**config.mk**
```make
export PLATFORM = sky130hd
export DESIGN_NAME = uart_rx
export DESIGN_NICKNAME = d
export VERILOG_FILES = /design/src/logic/bridge_pkg.sv /design/src/logic/uart_rx.sv
export SDC_FILE = /design/constraint.sdc
export NUM_CORES = 1
export LEC_CHECK = 0
export BUFFER_PORTS_ARGS = -buffer_cell sky130_fd_sc_hd__buf_4
export CORE_MARGIN = 3
export CORE_UTILIZATION = 58
export DETAILED_ROUTE_END_ITERATION = 12
export PLACE_DENSITY_LB_ADDON = 0.12
export SYNTH_ARGS = -nofsm -noshare
export SYNTH_HDL_FRONTEND = slang
export SYNTH_SLANG_ARGS = --single-unit
```
**constraint.sdc**
```tcl
create_clock -name sys_clk -period 4.1 [get_ports sys_clk]
set_input_delay 0.41 -clock sys_clk [delete_from_list [all_inputs] [get_ports sys_clk]]
set_output_delay 0.41 -clock sys_clk [all_outputs]
set_load 0.02 [all_outputs]
```
**src/logic/bridge_pkg.sv**
```systemverilog
package bridge_pkg;

  localparam int CSUM_W = 8;  // block read checksum, modulo 256

  // command groups keep the low nibble clear, memory commands use the full byte
  typedef enum logic [7:0] {
    OP_IDLE    = 8'h00,
    OP_LINE    = 8'h10,  // dut clock / reset lines
    OP_PIN_RD  = 8'h20,
    OP_PIN_WR  = 8'h30,
    OP_UREG_WR = 8'h40,
    OP_RREG_RD = 8'h50,
    OP_PIN_REL = 8'h60,
    OP_MEM_WR  = 8'hA0,
    OP_MEM_RD  = 8'hA1,
    OP_BLK_WR  = 8'hA2,
    OP_BLK_RD  = 8'hA3
  } cmd_op_t;

  typedef enum logic [2:0] {
    ST_WAIT_CMD,
    ST_DECODE,
    ST_WAIT_DATA,
    ST_WAIT_TX,
    ST_MEM_REQ,
    ST_BLK_STEP,
    ST_DONE
  } engine_state_t;

  typedef struct packed {
    logic [23:0] addr;
    logic [15:0] wdata;
    logic        rd_req;
    logic        wr_req;
    logic        stream_we;     // one word per cycle, no ack
    logic        stream_latch;  // load stream pointer from addr
  } mem_req_t;

  typedef struct packed {
    logic [15:0] rdata;
    logic        rd_ack;
    logic        wr_ack;
  } mem_rsp_t;

  typedef logic [7:0][7:0] pin_bank_t;  // eight byte-wide banks

  typedef struct packed {
    logic       valid;
    logic [7:0] data;
  } uart_byte_t;

endpackage

```
**src/logic/uart_rx.sv**
```systemverilog
`timescale 1ns/1ns

module uart_rx #(
  parameter int CLKS_PER_BIT = 8
) (
  input  logic                   sys_clk,
  input  logic                   sys_rst_n,
  input  logic                   rxd,
  output bridge_pkg::uart_byte_t rx_byte
);

  localparam int CNT_W = $clog2(CLKS_PER_BIT);
  localparam logic [CNT_W-1:0] HALF = CNT_W'((CLKS_PER_BIT - 1) / 2);
  localparam logic [CNT_W-1:0] FULL = CNT_W'(CLKS_PER_BIT - 1);

  typedef enum logic [1:0] {
    RX_IDLE,
    RX_START,
    RX_DATA,
    RX_STOP
  } rx_state_t;

  rx_state_t        state;
  logic             rxd_meta;
  logic             rxd_sync;
  logic             rxd_prev;  // for start edge
  logic [CNT_W-1:0] cyc_cnt;
  logic [2:0]       bit_cnt;
  logic [7:0]       shift;
  logic             valid_q;

  // line idles high
  always_ff @(posedge sys_clk or negedge sys_rst_n) begin
    if (!sys_rst_n) begin
      rxd_meta <= 1'b1;
      rxd_sync <= 1'b1;
      rxd_prev <= 1'b1;
    end else begin
      rxd_meta <= rxd;
      rxd_sync <= rxd_meta;
      rxd_prev <= rxd_sync;
    end
  end

  always_ff @(posedge sys_clk or negedge sys_rst_n) begin
    if (!sys_rst_n) begin
      state   <= RX_IDLE;
      cyc_cnt <= '0;
      bit_cnt <= '0;
      valid_q <= 1'b0;
    end else begin
      valid_q <= 1'b0;
      case (state)
        RX_IDLE: begin
          cyc_cnt <= '0;
          if (rxd_prev && !rxd_sync) begin
            state <= RX_START;
          end
        end
        RX_START: begin
          if (cyc_cnt == HALF) begin
            cyc_cnt <= '0;
            bit_cnt <= '0;
            state   <= rxd_sync ? RX_IDLE : RX_DATA;  // glitch, not a start bit
          end else begin
            cyc_cnt <= cyc_cnt + CNT_W'(1);
          end
        end
        RX_DATA: begin
          if (cyc_cnt == FULL) begin
            cyc_cnt <= '0;
            bit_cnt <= bit_cnt + 3'd1;
            if (bit_cnt == 3'd7) begin
              state <= RX_STOP;
            end
          end else begin
            cyc_cnt <= cyc_cnt + CNT_W'(1);
          end
        end
        default: begin
          if (cyc_cnt == FULL) begin
            valid_q <= rxd_sync;  // low stop bit drops the frame
            state   <= RX_IDLE;
          end else begin
            cyc_cnt <= cyc_cnt + CNT_W'(1);
          end
        end
      endcase
    end
  end

  // lsb arrives first
  always_ff @(posedge sys_clk) begin
    if (state == RX_DATA && cyc_cnt == FULL) begin
      shift <= {rxd_sync, shift[7:1]};
    end
  end

  assign rx_byte = '{valid: valid_q, data: shift};

endmodule

```
==> metrics.txt <==
vias in the first global route=502; post-synthesis cell area=about 900 µm²; slowest CP cell=dfrtp_1; Final Instance Area=992 µm²; clock sink count=20; FF/Latch Area=544 µm²; Post-Syn Area per Cell=13.0 µm²; Slew HR=0.731; met2 Use GR=0.223; area fraction of the dominant cell type after synthesis=0.267; leading area contributor after synthesis=edfxtp_1; Final Hold Fails=0; Netlist cell types=30; Layout fillers=102; syn nets=77; prevailing post-synth register cell=dfrtp_1; # hold bufs at CTS=1; Post-Layout Cell Count=94; first-pass GRT wire length=2290 µm; number of port buffers=11; Die Width=45.4 µm; post-CTS setup buffer count=0; 1st-iter DRT viols=15; # DRC=0; post-CTS sizing=0; worst clock skew=approximately 0.0047 ns; Finish-stage setup viols=0; Cell Pwr Density=568 nW/µm²; Max VDD drop=392 µV; Initial Util=0.650; final worst-path cycle share=0.396; Core Box Area=1380 µm²; slew of the pin with the lowest slew margin=0.403 ns; Bufs and invs on worst path=1; synthesized netlist cell count=69; largest net degree at the start of global routing=14; Critical Path RT=4.09 ns; IO Pins=12; EDFF count, synth=8; DR vias=548; fmax=a little over 600 MHz; Post-synth ARST share=0.600; hold slack final=0.218 ns; GP Congestion=0.740; Slew Limit Fails=0; Tmin final=1.62 ns; CP max FO=11; Pwr Total=564 µW; # H-tree levels=1; ratio of cells with drive above 1 in the final layout=0.304; Detail Placement HPWL=1020 µm; die area=2060 µm²; Die Height=45.4 µm; top cells by count, synth=9 x dfrtp_1, 8 x edfxtp_1, 5 x ha_1, 5 x o21ai_0; DR vias/cell=5.83; top-count cell post-synth=dfrtp_1; ANT cells=0; WL/cell=14.9 µm; final core utilization=0.718; gr usage total=0.162; unrepaired setup endpoints after global routing=no; CTS Buffer Depth=2; Lkg Pwr=0.426 nW; Cell Area, Placed=956 µm²; Top delay family on crit path=flip-flops; Synth area leaders=edfxtp_1 27%, dfrtp_1 25%, dfstp_2 8.8%; synth warn=0; outcome=completed; max cap viols=0; M1 GR Usage=0.229; Hold WC Path Type=input pin to flop; clock root cell=clkbuf_4; Max stage delay on crit path=0.43 ns; Routed WL=1400 µm; fin nets=88; global route hottest layer=met1; CTS tree=done; cell-by-cell listing of the critical path=ha_1 -> and3_4 -> nand2b_4 -> inv_2; met3 usage=0.0438; critical path arrival=1.61 ns; total congestion overflow=0; DP Cell Count=89; final worst slack=2.48 ns; Final ANT Viol Nets=0; First-pass DRT Iterations=4; Setup WS pre-CTS=2.49 ns; Critical Path End Type=flop; sequential share of the synthesized area=0.606; area of the multi-input gates=just under 300 µm²; area delta synth->final=10.4%; synthesized flop and latch total=20; clk slew on worst S/H paths=0.10 ns; kind of critical path=flop to flop; initial antenna violation count=0; FP Rows=13; Final TNS setup=0 ns; startpoint class of the critical path=flop; worst skew pair latency=0.29 ns; CTS buffer count=3
==> where the power goes <==
| group | internal [mW] | switching (mW) |
|---|---|---|
| clock network | 0.0377 | 0.0537 |
| logic | 0.0834 | 0.0859 |
| registers | 0.244 | 0.0595 |
==> layer usage <==
metal  up-vias  share of wire
met4         0          0.024
met2         8           0.46
met3         4          0.035
met5         -              0
li1        271              -
met1       265           0.47
==> cell families (layout without fill, tap and decap cells) <==
family | after synthesis | after routing | share of synthesized area
xor gates and xnor gates | 1 | 1 | 0.00975
and+or+nand+nor | 16 | 16 | 0.116
DFF | 20 | 20 | 0.606
buffers and inverters | 11 | 21 | 0.0696
adders and majority gates | 5 | 5 | 0.0696
AOI/OAI and AO/OA | 16 | 16 | 0.130
==> layout by cell type (no fill, tap or decap) <==
master         count
nand2b_4           1
nand3_1            1
o211ai_1           1
ha_1               5
a221oi_2           1
and3_1             1
dfstp_2            3
nor2b_1            2
dfrtp_1            9
and3_2             1
a21oi_1            1
dlygate4sd3_1      1
nor3b_1            2
nand3b_1           1
inv_2              1
xnor2_1            1
o21ai_0            5
o221ai_1           1
nor2_1             2
nand2_1            3
a211oi_1           1
inv_1              4
nand2b_1           1
buf_4             11
clkbuf_1           1
o221a_2            2
edfxtp_1           8
and3_4             1
a31oi_1            4
clkbuf_4           3
==> cell type report <==
cell class | instances | share of cell area
sequential | 20 | 0.549
inverter | 5 | 0.0189
clock buffer | 4 | 0.0265
timing repair buffer | 12 | 0.0933
tap | 15 | 0.0189
multi-input combinational | 38 | 0.294
==> path summary, 6_finish.rpt <==
| kind | start | end | slack, ns | cells after the start |
|---|---|---|---|---|
| worst max-delay path | cyc_cnt[0] | shift[2] | 2.48 | 4 |
| worst min register to register | rxd_meta | rxd_sync | 0.37 | 0 |
| worst min-delay path | rxd | rxd_meta | 0.22 | 1 |
| worst max register to register | cyc_cnt[0] | shift[2] | 2.48 | 4 |
| min in group asynchronous | sys_rst_n | bit_cnt[1] | 0.48 | 2 |
| max in group asynchronous | sys_rst_n | rxd_sync | 3.39 | 2 |
==> state kept, by name (all words and copies together), names as in the netlist <==
| signal | flops |
|---|---|
| state | 2 |
| rxd_sync | 1 |
| rxd_meta | 1 |
| bit_cnt | 3 |
| rxd_prev | 1 |
| cyc_cnt | 3 |
| shift | 8 |
| valid_q | 1 |
==> worst register-to-register path, delay by kind of cell, from the launching register on <==
kind                     cells  cell delay, ns
AND/OR/NAND/NOR              2            0.37
buffers and inverters        1            0.17
flip-flops                   1            0.43
adder cells (fa/ha/maj)      1            0.37
No activity file was read; power rests on OpenSTA's default activity.
