**src/logic/bridge_pkg.sv**
```systemverilog
package bridge_pkg;

  localparam int CSUM_W = 8;  // block read checksum, modulo 256

  // command groups keep the low nibble clear, memory commands use the full byte
  typedef enum logic [7:0] {
    OP_IDLE    = 8'h00,
    OP_LINE    = 8'h10,  // dut clock / reset lines
    OP_PIN_RD  = 8'h20,
    OP_PIN_WR  = 8'h30,
    OP_UREG_WR = 8'h40,
    OP_RREG_RD = 8'h50,
    OP_PIN_REL = 8'h60,
    OP_MEM_WR  = 8'hA0,
    OP_MEM_RD  = 8'hA1,
    OP_BLK_WR  = 8'hA2,
    OP_BLK_RD  = 8'hA3
  } cmd_op_t;

  typedef enum logic [2:0] {
    ST_WAIT_CMD,
    ST_DECODE,
    ST_WAIT_DATA,
    ST_WAIT_TX,
    ST_MEM_REQ,
    ST_BLK_STEP,
    ST_DONE
  } engine_state_t;

  typedef struct packed {
    logic [23:0] addr;
    logic [15:0] wdata;
    logic        rd_req;
    logic        wr_req;
    logic        stream_we;     // one word per cycle, no ack
    logic        stream_latch;  // load stream pointer from addr
  } mem_req_t;

  typedef struct packed {
    logic [15:0] rdata;
    logic        rd_ack;
    logic        wr_ack;
  } mem_rsp_t;

  typedef logic [7:0][7:0] pin_bank_t;  // eight byte-wide banks

  typedef struct packed {
    logic       valid;
    logic [7:0] data;
  } uart_byte_t;

endpackage

```
**src/logic/uart_tx.sv**
```systemverilog
`timescale 1ns/1ns

module uart_tx #(
  parameter int CLKS_PER_BIT = 8
) (
  input  logic                   sys_clk,
  input  logic                   sys_rst_n,
  input  bridge_pkg::uart_byte_t tx_byte,
  output logic                   tx_ready,
  output logic                   txd
);

  localparam int CNT_W = $clog2(CLKS_PER_BIT);
  localparam logic [CNT_W-1:0] FULL = CNT_W'(CLKS_PER_BIT - 1);

  logic             busy_q;
  logic [CNT_W-1:0] cyc_cnt;
  logic [3:0]       bit_cnt;  // 0 start, 1..8 data, 9 stop
  logic [8:0]       shift;    // data plus stop bit
  logic             txd_q;

  assign tx_ready = !busy_q;
  assign txd      = txd_q;

  always_ff @(posedge sys_clk or negedge sys_rst_n) begin
    if (!sys_rst_n) begin
      busy_q  <= 1'b0;
      cyc_cnt <= '0;
      bit_cnt <= '0;
      shift   <= '1;
      txd_q   <= 1'b1;
    end else if (!busy_q) begin
      if (tx_byte.valid) begin
        busy_q  <= 1'b1;
        shift   <= {1'b1, tx_byte.data};
        txd_q   <= 1'b0;  // start bit
        cyc_cnt <= '0;
        bit_cnt <= '0;
      end
    end else if (cyc_cnt != FULL) begin
      cyc_cnt <= cyc_cnt + CNT_W'(1);
    end else begin
      cyc_cnt <= '0;
      if (bit_cnt == 4'd9) begin
        // stop bit finished
        busy_q <= 1'b0;
        txd_q  <= 1'b1;
      end else begin
        txd_q   <= shift[0];
        shift   <= {1'b1, shift[8:1]};
        bit_cnt <= bit_cnt + 4'd1;
      end
    end
  end

endmodule

```
**config.mk**
```make
export PLATFORM = sky130hd
export DESIGN_NAME = uart_tx
export DESIGN_NICKNAME = d
export VERILOG_FILES = /design/src/logic/bridge_pkg.sv /design/src/logic/uart_tx.sv
export SDC_FILE = /design/constraint.sdc
export NUM_CORES = 1
export LEC_CHECK = 0
export BUFFER_PORTS_ARGS = -buffer_cell sky130_fd_sc_hd__buf_2
export CAP_MARGIN = 10
export CORE_UTILIZATION = 26
export DETAILED_ROUTE_END_ITERATION = 12
export SYNTH_ARGS = -nofsm -noshare
export SYNTH_HDL_FRONTEND = slang
export SYNTH_SLANG_ARGS = --single-unit
```
**constraint.sdc**
```tcl
create_clock -name sys_clk -period 1.6 [get_ports sys_clk]
set_input_delay 0.08 -clock sys_clk [delete_from_list [all_inputs] [get_ports sys_clk]]
set_output_delay 0.08 -clock sys_clk [all_outputs]
set_load 0.01 [all_outputs]
```
==> results of run 1 <==
==> final timing paths <==
kind                       slack [ns]                     end                    from  depth (start not counted)
max                              0.06    shift[5]$_DFFE_PN1P_  bit_cnt[0]$_DFFE_PN0P_                          4
max reg2reg                      0.06    shift[5]$_DFFE_PN1P_  bit_cnt[0]$_DFFE_PN0P_                          4
min reg2reg                      0.52  cyc_cnt[2]$_DFFE_PN0P_  cyc_cnt[2]$_DFFE_PN0P_                          1
max in group asynchronous        1.05    shift[0]$_DFFE_PN1P_               sys_rst_n                          2
min in group asynchronous        0.23  cyc_cnt[2]$_DFFE_PN0P_               sys_rst_n                          2
min                              0.08    shift[7]$_DFFE_PN1P_              tx_byte[7]                          3
==> timing repair <==
item	in CTS	in global routing
gates resized for setup	0	1
hold buffers	2	0
endpoints found under the hold margin	9	0
setup endpoints to repair	0	8
setup buffers	0	1
==> through the flow <==
step                worst slack, ns  cells  hold slack [ns]  util [%]  cell area [um^2]
floorplan                    0.0335     78           -0.216         -               911
global placement             0.0779    138           0.0193      31.8              1060
detailed placement           0.0396    138           0.0280      31.8              1060
CTS                          0.0242    144           0.0719      33.1              1110
global route                -0.0354    145            0.107      33.4              1120
finish                       0.0587    145           0.0758      33.4              1120
==> logic make-up (layout without fill, tap and decap cells) <==
logic type / after synthesis / count (layout) / synth area share (%)
AOI/OAI and AO/OA: 16 / 16 / 13.0
adders and majority gates: 4 / 4 / 5.49
buffers and inverters: 8 / 29 / 4.53
DFF: 17 / 17 / 47.9
muxes: 14 / 14 / 17.3
and+or+nand+nor: 19 / 19 / 11.7
==> Yosys cell counts, types with 3 or more instances <==
master   count
ha_1         4
inv_1        4
dfstp_2      9
a21oi_1      5
mux2_2      13
buf_2        3
or3_1        3
nand3_1      4
nand2_1      4
dfrtp_1      8
==> state kept, by name, indices dropped and copies added, names as in the netlist <==
register	cells
shift	8
bit_cnt	4
cyc_cnt	3
busy_q	1
txd	1
==> area by class of cell <==
cell class / count / share of cell area (%)
inverter: 4 / 1.35
sequential: 17 / 39.1
timing repair buffer: 21 / 13.0
tap: 46 / 5.16
clock buffer: 4 / 2.35
multi-input combinational: 53 / 39.0
==> power by group <==
| group | switching, mW | internal (mW) |
|---|---|---|
| combinational | 0.391 | 0.510 |
| sequential | 0.124 | 0.702 |
| clock | 0.132 | 0.0968 |
| total | 0.647 | 1.31 |
==> routing by layer <==
| layer | routed length, um | up-vias |
|---|---|---|
| met3 | 49 | 2 |
| met2 | 884 | 12 |
| met4 | 13 | 0 |
| met1 | 823 | 319 |
| li1 | - | 327 |
| met5 | 0 | - |
==> tightest hold or removal path, delay by kind of cell <==
family / cells / cell delay (ns)
compound gates: 2 / 0.17
buf+inv: 1 / 0.08
==> metrics.yaml, run 1 <==
worst_setup_path:
  slowest_stage: "dfrtp_1"
  crit_family: "flip-flops"
  crit_path_start_kind: "flip-flop"
  critical_path.endpoint_type: "flip-flop"
  critical_path_required_ns: 1.82
  crit_fanout: 8
  crit_buf_inv: 0
  cp_slowest_stage_delay_ns: 0.40
  path_class: "flip-flop to flip-flop"
  worst_ep_arrival_time_ns: 1.76
  path_cells: "ha_1, and3b_1, o22ai_4, mux2_2"
synthesis:
  yosys.area.top_type: "dfstp_2"
  syn_inst: 78
  netlist_area_um2: 911
  ys_async_sr_fraction_pct: 100
  synth_fp_nets: 93
  yosys_warnings: 0
  yosysSeqAreaShare_pct: 47.9
  synth_top_area_share_pct: 26.0
  synthTopCellsByArea: "dfstp_2 (26%), dfrtp_1 (22%), mux2_2 (16%)"
  syn_avg_cell_area_um2: 11.7
  synth_ff_type: "dfstp_2"
  ys_seq_elements: 17
  synth_edf_count: 0
  synth.distinct_cells: 27
drt:
  drt_iter0_markers: 8
  wl_per_cell_um: 12.2
  drc_errors: 0
  vias: 660
  vias_per_cell: 4.55
  drtAntennaViolNets: 0
  wl_um: 1770
  dr.pass1.iters: 4
clocking:
  clk_latency_ns: 0.29
  htreeDepth: 1
  cts.path.max_buffers: 2
  cts_tree: "built"
  cts_made_buffers: 3
  clk_pin_slew_ns: 0.10
  root_buffer: "clkbuf_4"
  cts_sinks: 17
placed_design:
  place.gp.congestion: 0.862
  hpwl_um: 1330
  io_buffer_count: 12
finish:
  final_common_cell: "mux2_2"
  drive_above_1_share_pct: 47.5
  syn2layout_area_growth_pct: 22.5
  seq_area_um2: 437
  n_antenna_cell: 0
  multi_input_area_um2: 435
  nets: 115
  layout_common_cells: "mux2_2 (13), buf_2 (12), dfstp_2 (9)"
  fill_cells: 351
global_route:
  top_usage_layer: "met2"
  grt_pass1_vias: 693
  grt_max_degree: 18
  grt_pass1_wl_um: 3080
  grt_util_met2_pct: 19.7
  globalRouteMet3Util_pct: 1.26
  grt_use_total_pct: 11.5
  grt_overflow: 0
  grt_use_met1_pct: 14.3
  antenna_found_initial: 0
floorplan:
  initial_utilization_pct: 27.3
  dieArea_um2: 3740
  core_area_um2: 3340
  fp.dieW_um: 61.2
  boundaryPins: 13
  fp-row-count: 21
  die_h_um: 61.2
sta:
  setup_violations: 0
  hold_viol: 0
  grt_setup_unrepaired: "true"
  period_share_pct: 96.3
  max_freq_mhz: 649
  period_minus_slack_ns: 1.54
  finalSetupTns_ns: 0
  worst_slew_pin_slew_ns: 0.381
  max_slew_margin_pct: 74.6
  slew_viol_final: 0
  clock_skew_ns: 0.0126
power:
  leakagePower_nw: 0.479
  powerDensity_nw_per_um2: 1750
  total_power_mw: 1.95
  peakVddDrop_uv: 705
job:
  max_cap_viol_count: 0
status:
  status: "complete, no violations"
hold_path:
  hold_path_class: "input pin to flip-flop"
No activity file was read; power rests on OpenSTA's default activity.
==> run 2: changes to the inputs <==
--- a/config.mk
+++ b/config.mk
@@ -7,6 +7,7 @@
 export LEC_CHECK = 0
 export BUFFER_PORTS_ARGS = -buffer_cell sky130_fd_sc_hd__buf_2
 export CAP_MARGIN = 10
+export CORE_ASPECT_RATIO = 2
 export CORE_UTILIZATION = 26
 export DETAILED_ROUTE_END_ITERATION = 12
 export SYNTH_ARGS = -nofsm -noshare
==> metrics.yaml, run 2 (synthesis gave the netlist of run 1 again) <==
status:
  status: "complete, no violations"
drt:
  drtAntennaViolNets: 0
  vias: 676
  wl_um: 1890
  wl_met1_um: 748
  vias_per_cell: 5.24
  wl_met2_um: 1070
  drt_iter0_markers: 15
  drc_errors: 0
  dr.pass1.iters: 4
  wl_per_cell_um: 14.7
  routed-wl-met3_um: 52
  dr.max_layer_used: "met4"
sta:
  period_minus_slack_ns: 1.54
  period_share_pct: 96.1
  fin_ws_ns: 0.0624
  slew_viol_final: 0
  max_freq_mhz: 650
  hold_viol: 0
  worst_slew_pin_slew_ns: 0.390
  setup_violations: 0
  clock_skew_ns: 0.00153
  fin_hold_ws_ns: 0.0470
  max_slew_margin_pct: 74.0
floorplan:
  core_area_um2: 3380
  fp.dieW_um: 43.9
  boundaryPins: 13
  dieArea_um2: 3760
  initial_utilization_pct: 27.0
  fp-row-count: 30
  die_h_um: 85.7
placed_design:
  io_buffer_count: 12
  pre_cts_ws_ns: 0.0300
  hpwl_um: 1400
  post-place-cells: 123
  place.gp.congestion: 0.810
finish:
  final_common_cell: "buf_2"
  multi_input_area_um2: 477
  fill_cells: 350
  syn2layout_area_growth_pct: 27.2
  largest_register_ffs: 8
  regMostFlops: "shift"
  instances_no_fill: 129
  nets: 113
  seq_area_um2: 437
  top_regs: "shift x8, bit_cnt x4, cyc_cnt x3"
  drive_above_1_share_pct: 51.5
  n_antenna_cell: 0
  layout_common_cells: "buf_2 (12), dfstp_2 (9), dfrtp_1 (8)"
power:
  leakagePower_nw: 0.510
  powerDensity_nw_per_um2: 1900
  peakVddDrop_uv: 1070
global_route:
  antenna_found_initial: 0
  grt_pass1_vias: 684
  grt_pass1_wl_um: 3160
  grt_overflow: 0
  grt_use_total_pct: 11.2
  grt_max_degree: 20
clocking:
  clk_latency_ns: 0.25
  cts_tree: "built"
  cts_sinks: 17
  cts_made_buffers: 3
  clk_pin_slew_ns: 0.07
  htreeDepth: 1
  cts.path.max_buffers: 2
  root_buffer: "clkbuf_8"
worst_setup_path:
  r2r_cells: 6
  critical_path_required_ns: 1.78
  crit_fanout: 7
  critical_path.endpoint_type: "flip-flop"
  crit_path_start_kind: "flip-flop"
  worst_ep_arrival_time_ns: 1.71
  path_class: "flip-flop to flip-flop"
job:
  max_cap_viol_count: 0
hold_path:
  hold_path_class: "input pin to flip-flop"
  hold_depth: 2
run 2: worst max-delay path: stages (launching register included):
cell	delay (ns)
dfrtp_1	0.38
ha_2	0.20
ha_4	0.14
nand2_2	0.09
o22ai_4	0.19
buf_12	0.16
mux2_4	0.30
run 2: timing repair:
action | in CTS | in global routing
endpoints found under the setup margin | 0 | 8
setup buffers | 0 | 1
resized for setup | 0 | 12
hold buffers | 1 | 0
hold endpoints to repair | 8 | 0
run 2: layer usage:
metal | vias up | global-route usage, %
met2 | 17 | 20.4
met4 | 0 | 4.96
met5 | - | 0
met1 | 337 | 12.6
li1 | 320 | -
met3 | 2 | 1.26
run 2: per-stage QoR:
step / util [%] / total power, mW / setup TNS (ns) / area (um^2)
detailed placement: 30.6 / 1.71 / 0 / 1030
global route: 34.3 / 2.36 / -0.0276 / 1160
global placement: 30.6 / 1.67 / 0 / 1030
floorplan: - / 1.45 / 0 / 911
finish: 34.3 / 2.20 / 0 / 1160
CTS: 32.3 / 2.03 / 0 / 1090
run 2: report_power, final:
part / switching (mW) / total, mW / internal, mW
Clock: 0.144 / 0.316 / 0.172
Combinational: 0.425 / 1.05 / 0.621
Sequential: 0.139 / 0.843 / 0.704
run 2: layout make-up:
| cell class | instances | area share [%] |
|---|---|---|
| inverter | 4 | 1.30 |
| multi-input combinational | 53 | 41.1 |
| tap | 32 | 3.46 |
| sequential | 17 | 37.7 |
| clock inverter | 1 | 0.432 |
| clock buffer | 3 | 3.56 |
| timing repair buffer | 19 | 12.4 |
run 2: final timing paths:
path / endpoint / slack (ns) / start
setup / recovery: shift[5]$_DFFE_PN1P_ / 0.06 / cyc_cnt[0]$_DFFE_PN0P_
hold / removal: txd$_DFFE_PN1P_ / 0.05 / tx_byte[8]
setup reg to reg: shift[5]$_DFFE_PN1P_ / 0.06 / cyc_cnt[0]$_DFFE_PN0P_
hold reg to reg: txd$_DFFE_PN1P_ / 0.53 / txd$_DFFE_PN1P_
max in group asynchronous: shift[4]$_DFFE_PN1P_ / 0.99 / sys_rst_n
min in group asynchronous: bit_cnt[2]$_DFFE_PN0P_ / 0.30 / sys_rst_n
==> run 3: changes to the inputs <==
==> constraint.sdc (replaced) <==
create_clock -name sys_clk -period 1.3 [get_ports sys_clk]
set_input_delay 0.065 -clock sys_clk [delete_from_list [all_inputs] [get_ports sys_clk]]
set_output_delay 0.065 -clock sys_clk [all_outputs]
set_load 0.01 [all_outputs]
==> metrics.yaml, run 3 (synthesis gave the netlist of run 1 again) <==
global_route:
  grt_use_total_pct: 13.7
  antenna_found_initial: 0
  grt_overflow: 0
  grt_pass1_vias: 867
  grt_pass1_wl_um: 3880
  grt_max_degree: 18
sta:
  clock_skew_ns: 0.00660
  slew_viol_final: 0
  worst_slew_pin_slew_ns: 0.385
  fin_ws_ns: -0.190
  hold_viol: 0
  grt_setup_unrepaired: "true"
  max_freq_mhz: 671
  setup_violations: 14
  period_share_pct: 115
  max_slew_margin_pct: 74.3
  period_minus_slack_ns: 1.49
  fin_hold_ws_ns: 0.0455
  finalSetupTns_ns: -1.91
drt:
  drc_errors: 0
  wl_um: 2250
  wl_per_cell_um: 15.1
  dr.pass1.iters: 4
  drt_iter0_markers: 16
  drtAntennaViolNets: 0
  vias: 769
  vias_per_cell: 5.16
worst_setup_path:
  crit_fanout: 6
  path_class: "flip-flop to flip-flop"
  critical_path_required_ns: 1.48
  crit_path_start_kind: "flip-flop"
  critical_path.endpoint_type: "flip-flop"
  worst_ep_arrival_time_ns: 1.67
  r2r_cells: 6
clocking:
  clk_latency_ns: 0.25
  clk_pin_slew_ns: 0.07
  root_buffer: "clkbuf_8"
  cts_tree: "built"
  cts_made_buffers: 3
  cts_sinks: 17
  htreeDepth: 1
  cts.path.max_buffers: 2
power:
  peakVddDrop_uv: 1130
  leakagePower_nw: 0.616
  powerDensity_nw_per_um2: 2320
  total_power_mw: 3.25
floorplan:
  core_area_um2: 3380
  die_h_um: 85.7
  fp.dieW_um: 43.9
  fp-row-count: 30
  boundaryPins: 13
  initial_utilization_pct: 27.0
  dieArea_um2: 3760
finish:
  nets: 133
  drive_above_1_share_pct: 70.1
  regMostFlops: "shift"
  final_core_util_pct: 41.5
  layout_common_cells: "buf_4 (20), buf_2 (12), dfstp_2 (9)"
  top_regs: "shift x8, bit_cnt x4, cyc_cnt x3"
  final_common_cell: "buf_4"
  syn2layout_area_growth_pct: 53.8
  final_cell_area_um2: 1400
  n_antenna_cell: 0
  largest_register_ffs: 8
placed_design:
  place.gp.congestion: 0.769
  dpl_cell_area_um2: 1130
  hpwl_um: 1510
  io_buffer_count: 12
hold_path:
  hold_depth: 2
  hold_path_class: "input pin to flip-flop"
status:
  violations: "setup timing"
  status: "finished, violations left"
job:
  max_cap_viol_count: 0
## run 3: cell types whose count changed in the layout (fill, tap and decap cells not counted), sizes merged
cell,previous run,this run
clkinv,1,0
clkbuf,3,4
inv,4,3
clkinvlp,0,1
buf,18,38
## run 3: layer usage
metal	global-route usage, %	vias to the layer above	part of all wire [%]
met1	14.0	366	35
met2	25.5	30	58
li1	-	363	-
met3	2.32	10	3.6
met5	0	-	0
met4	6.61	0	3.5
## run 3: stage by stage
step	setup slack [ns]	instances
after CTS	-0.193	145
after global routing	-0.277	149
after floorplan	-0.239	78
final	-0.190	149
after global placement	-0.226	131
after detailed placement	-0.267	131
## run 3: worst max-delay path, stage by stage (launching register included)
cell,delay (ns)
dfrtp_1,0.37
ha_2,0.20
ha_4,0.16
nand2_4,0.06
o22ai_4,0.16
buf_12,0.15
mux2_4,0.30
## run 3: layout make-up
| type | instances | area, um^2 |
|---|---|---|
| timing repair buffer | 39 | 309 |
| inverter | 4 | 18.8 |
| tap | 32 | 40.0 |
| multi-input combinational | 53 | 551 |
| clock buffer | 4 | 45.0 |
| fill | 328 | 1980 |
| sequential | 17 | 438 |
## run 3: path summary, 6_finish.rpt
| path | slack (ns) | to | from |
|---|---|---|---|
| worst max-delay path | -0.19 | shift[0]$_DFFE_PN1P_ | cyc_cnt[1]$_DFFE_PN0P_ |
| worst min-delay path | 0.05 | txd$_DFFE_PN1P_ | tx_byte[8] |
| worst max register to register | -0.19 | shift[0]$_DFFE_PN1P_ | cyc_cnt[1]$_DFFE_PN0P_ |
| worst min register to register | 0.56 | cyc_cnt[2]$_DFFE_PN0P_ | cyc_cnt[2]$_DFFE_PN0P_ |
| max in group asynchronous | 0.73 | shift[3]$_DFFE_PN1P_ | sys_rst_n |
| min in group asynchronous | 0.25 | cyc_cnt[0]$_DFFE_PN0P_ | sys_rst_n |
## run 3: report_power, final
| part | switching [mW] | total, mW | internal [mW] |
|---|---|---|---|
| Combinational | 0.703 | 1.82 | 1.12 |
| Clock | 0.176 | 0.393 | 0.217 |
| Sequential | 0.163 | 1.03 | 0.869 |
| Total | 1.04 | 3.25 | 2.21 |
## run 3: what timing repair did
action | in CTS | in global routing
endpoints found under the setup margin | 16 | 16
hold endpoints to repair | 8 | 0
hold buffers | 1 | 0
setup buffers | 9 | 4
resized for setup | 12 | 13
pin swaps | 7 | 10
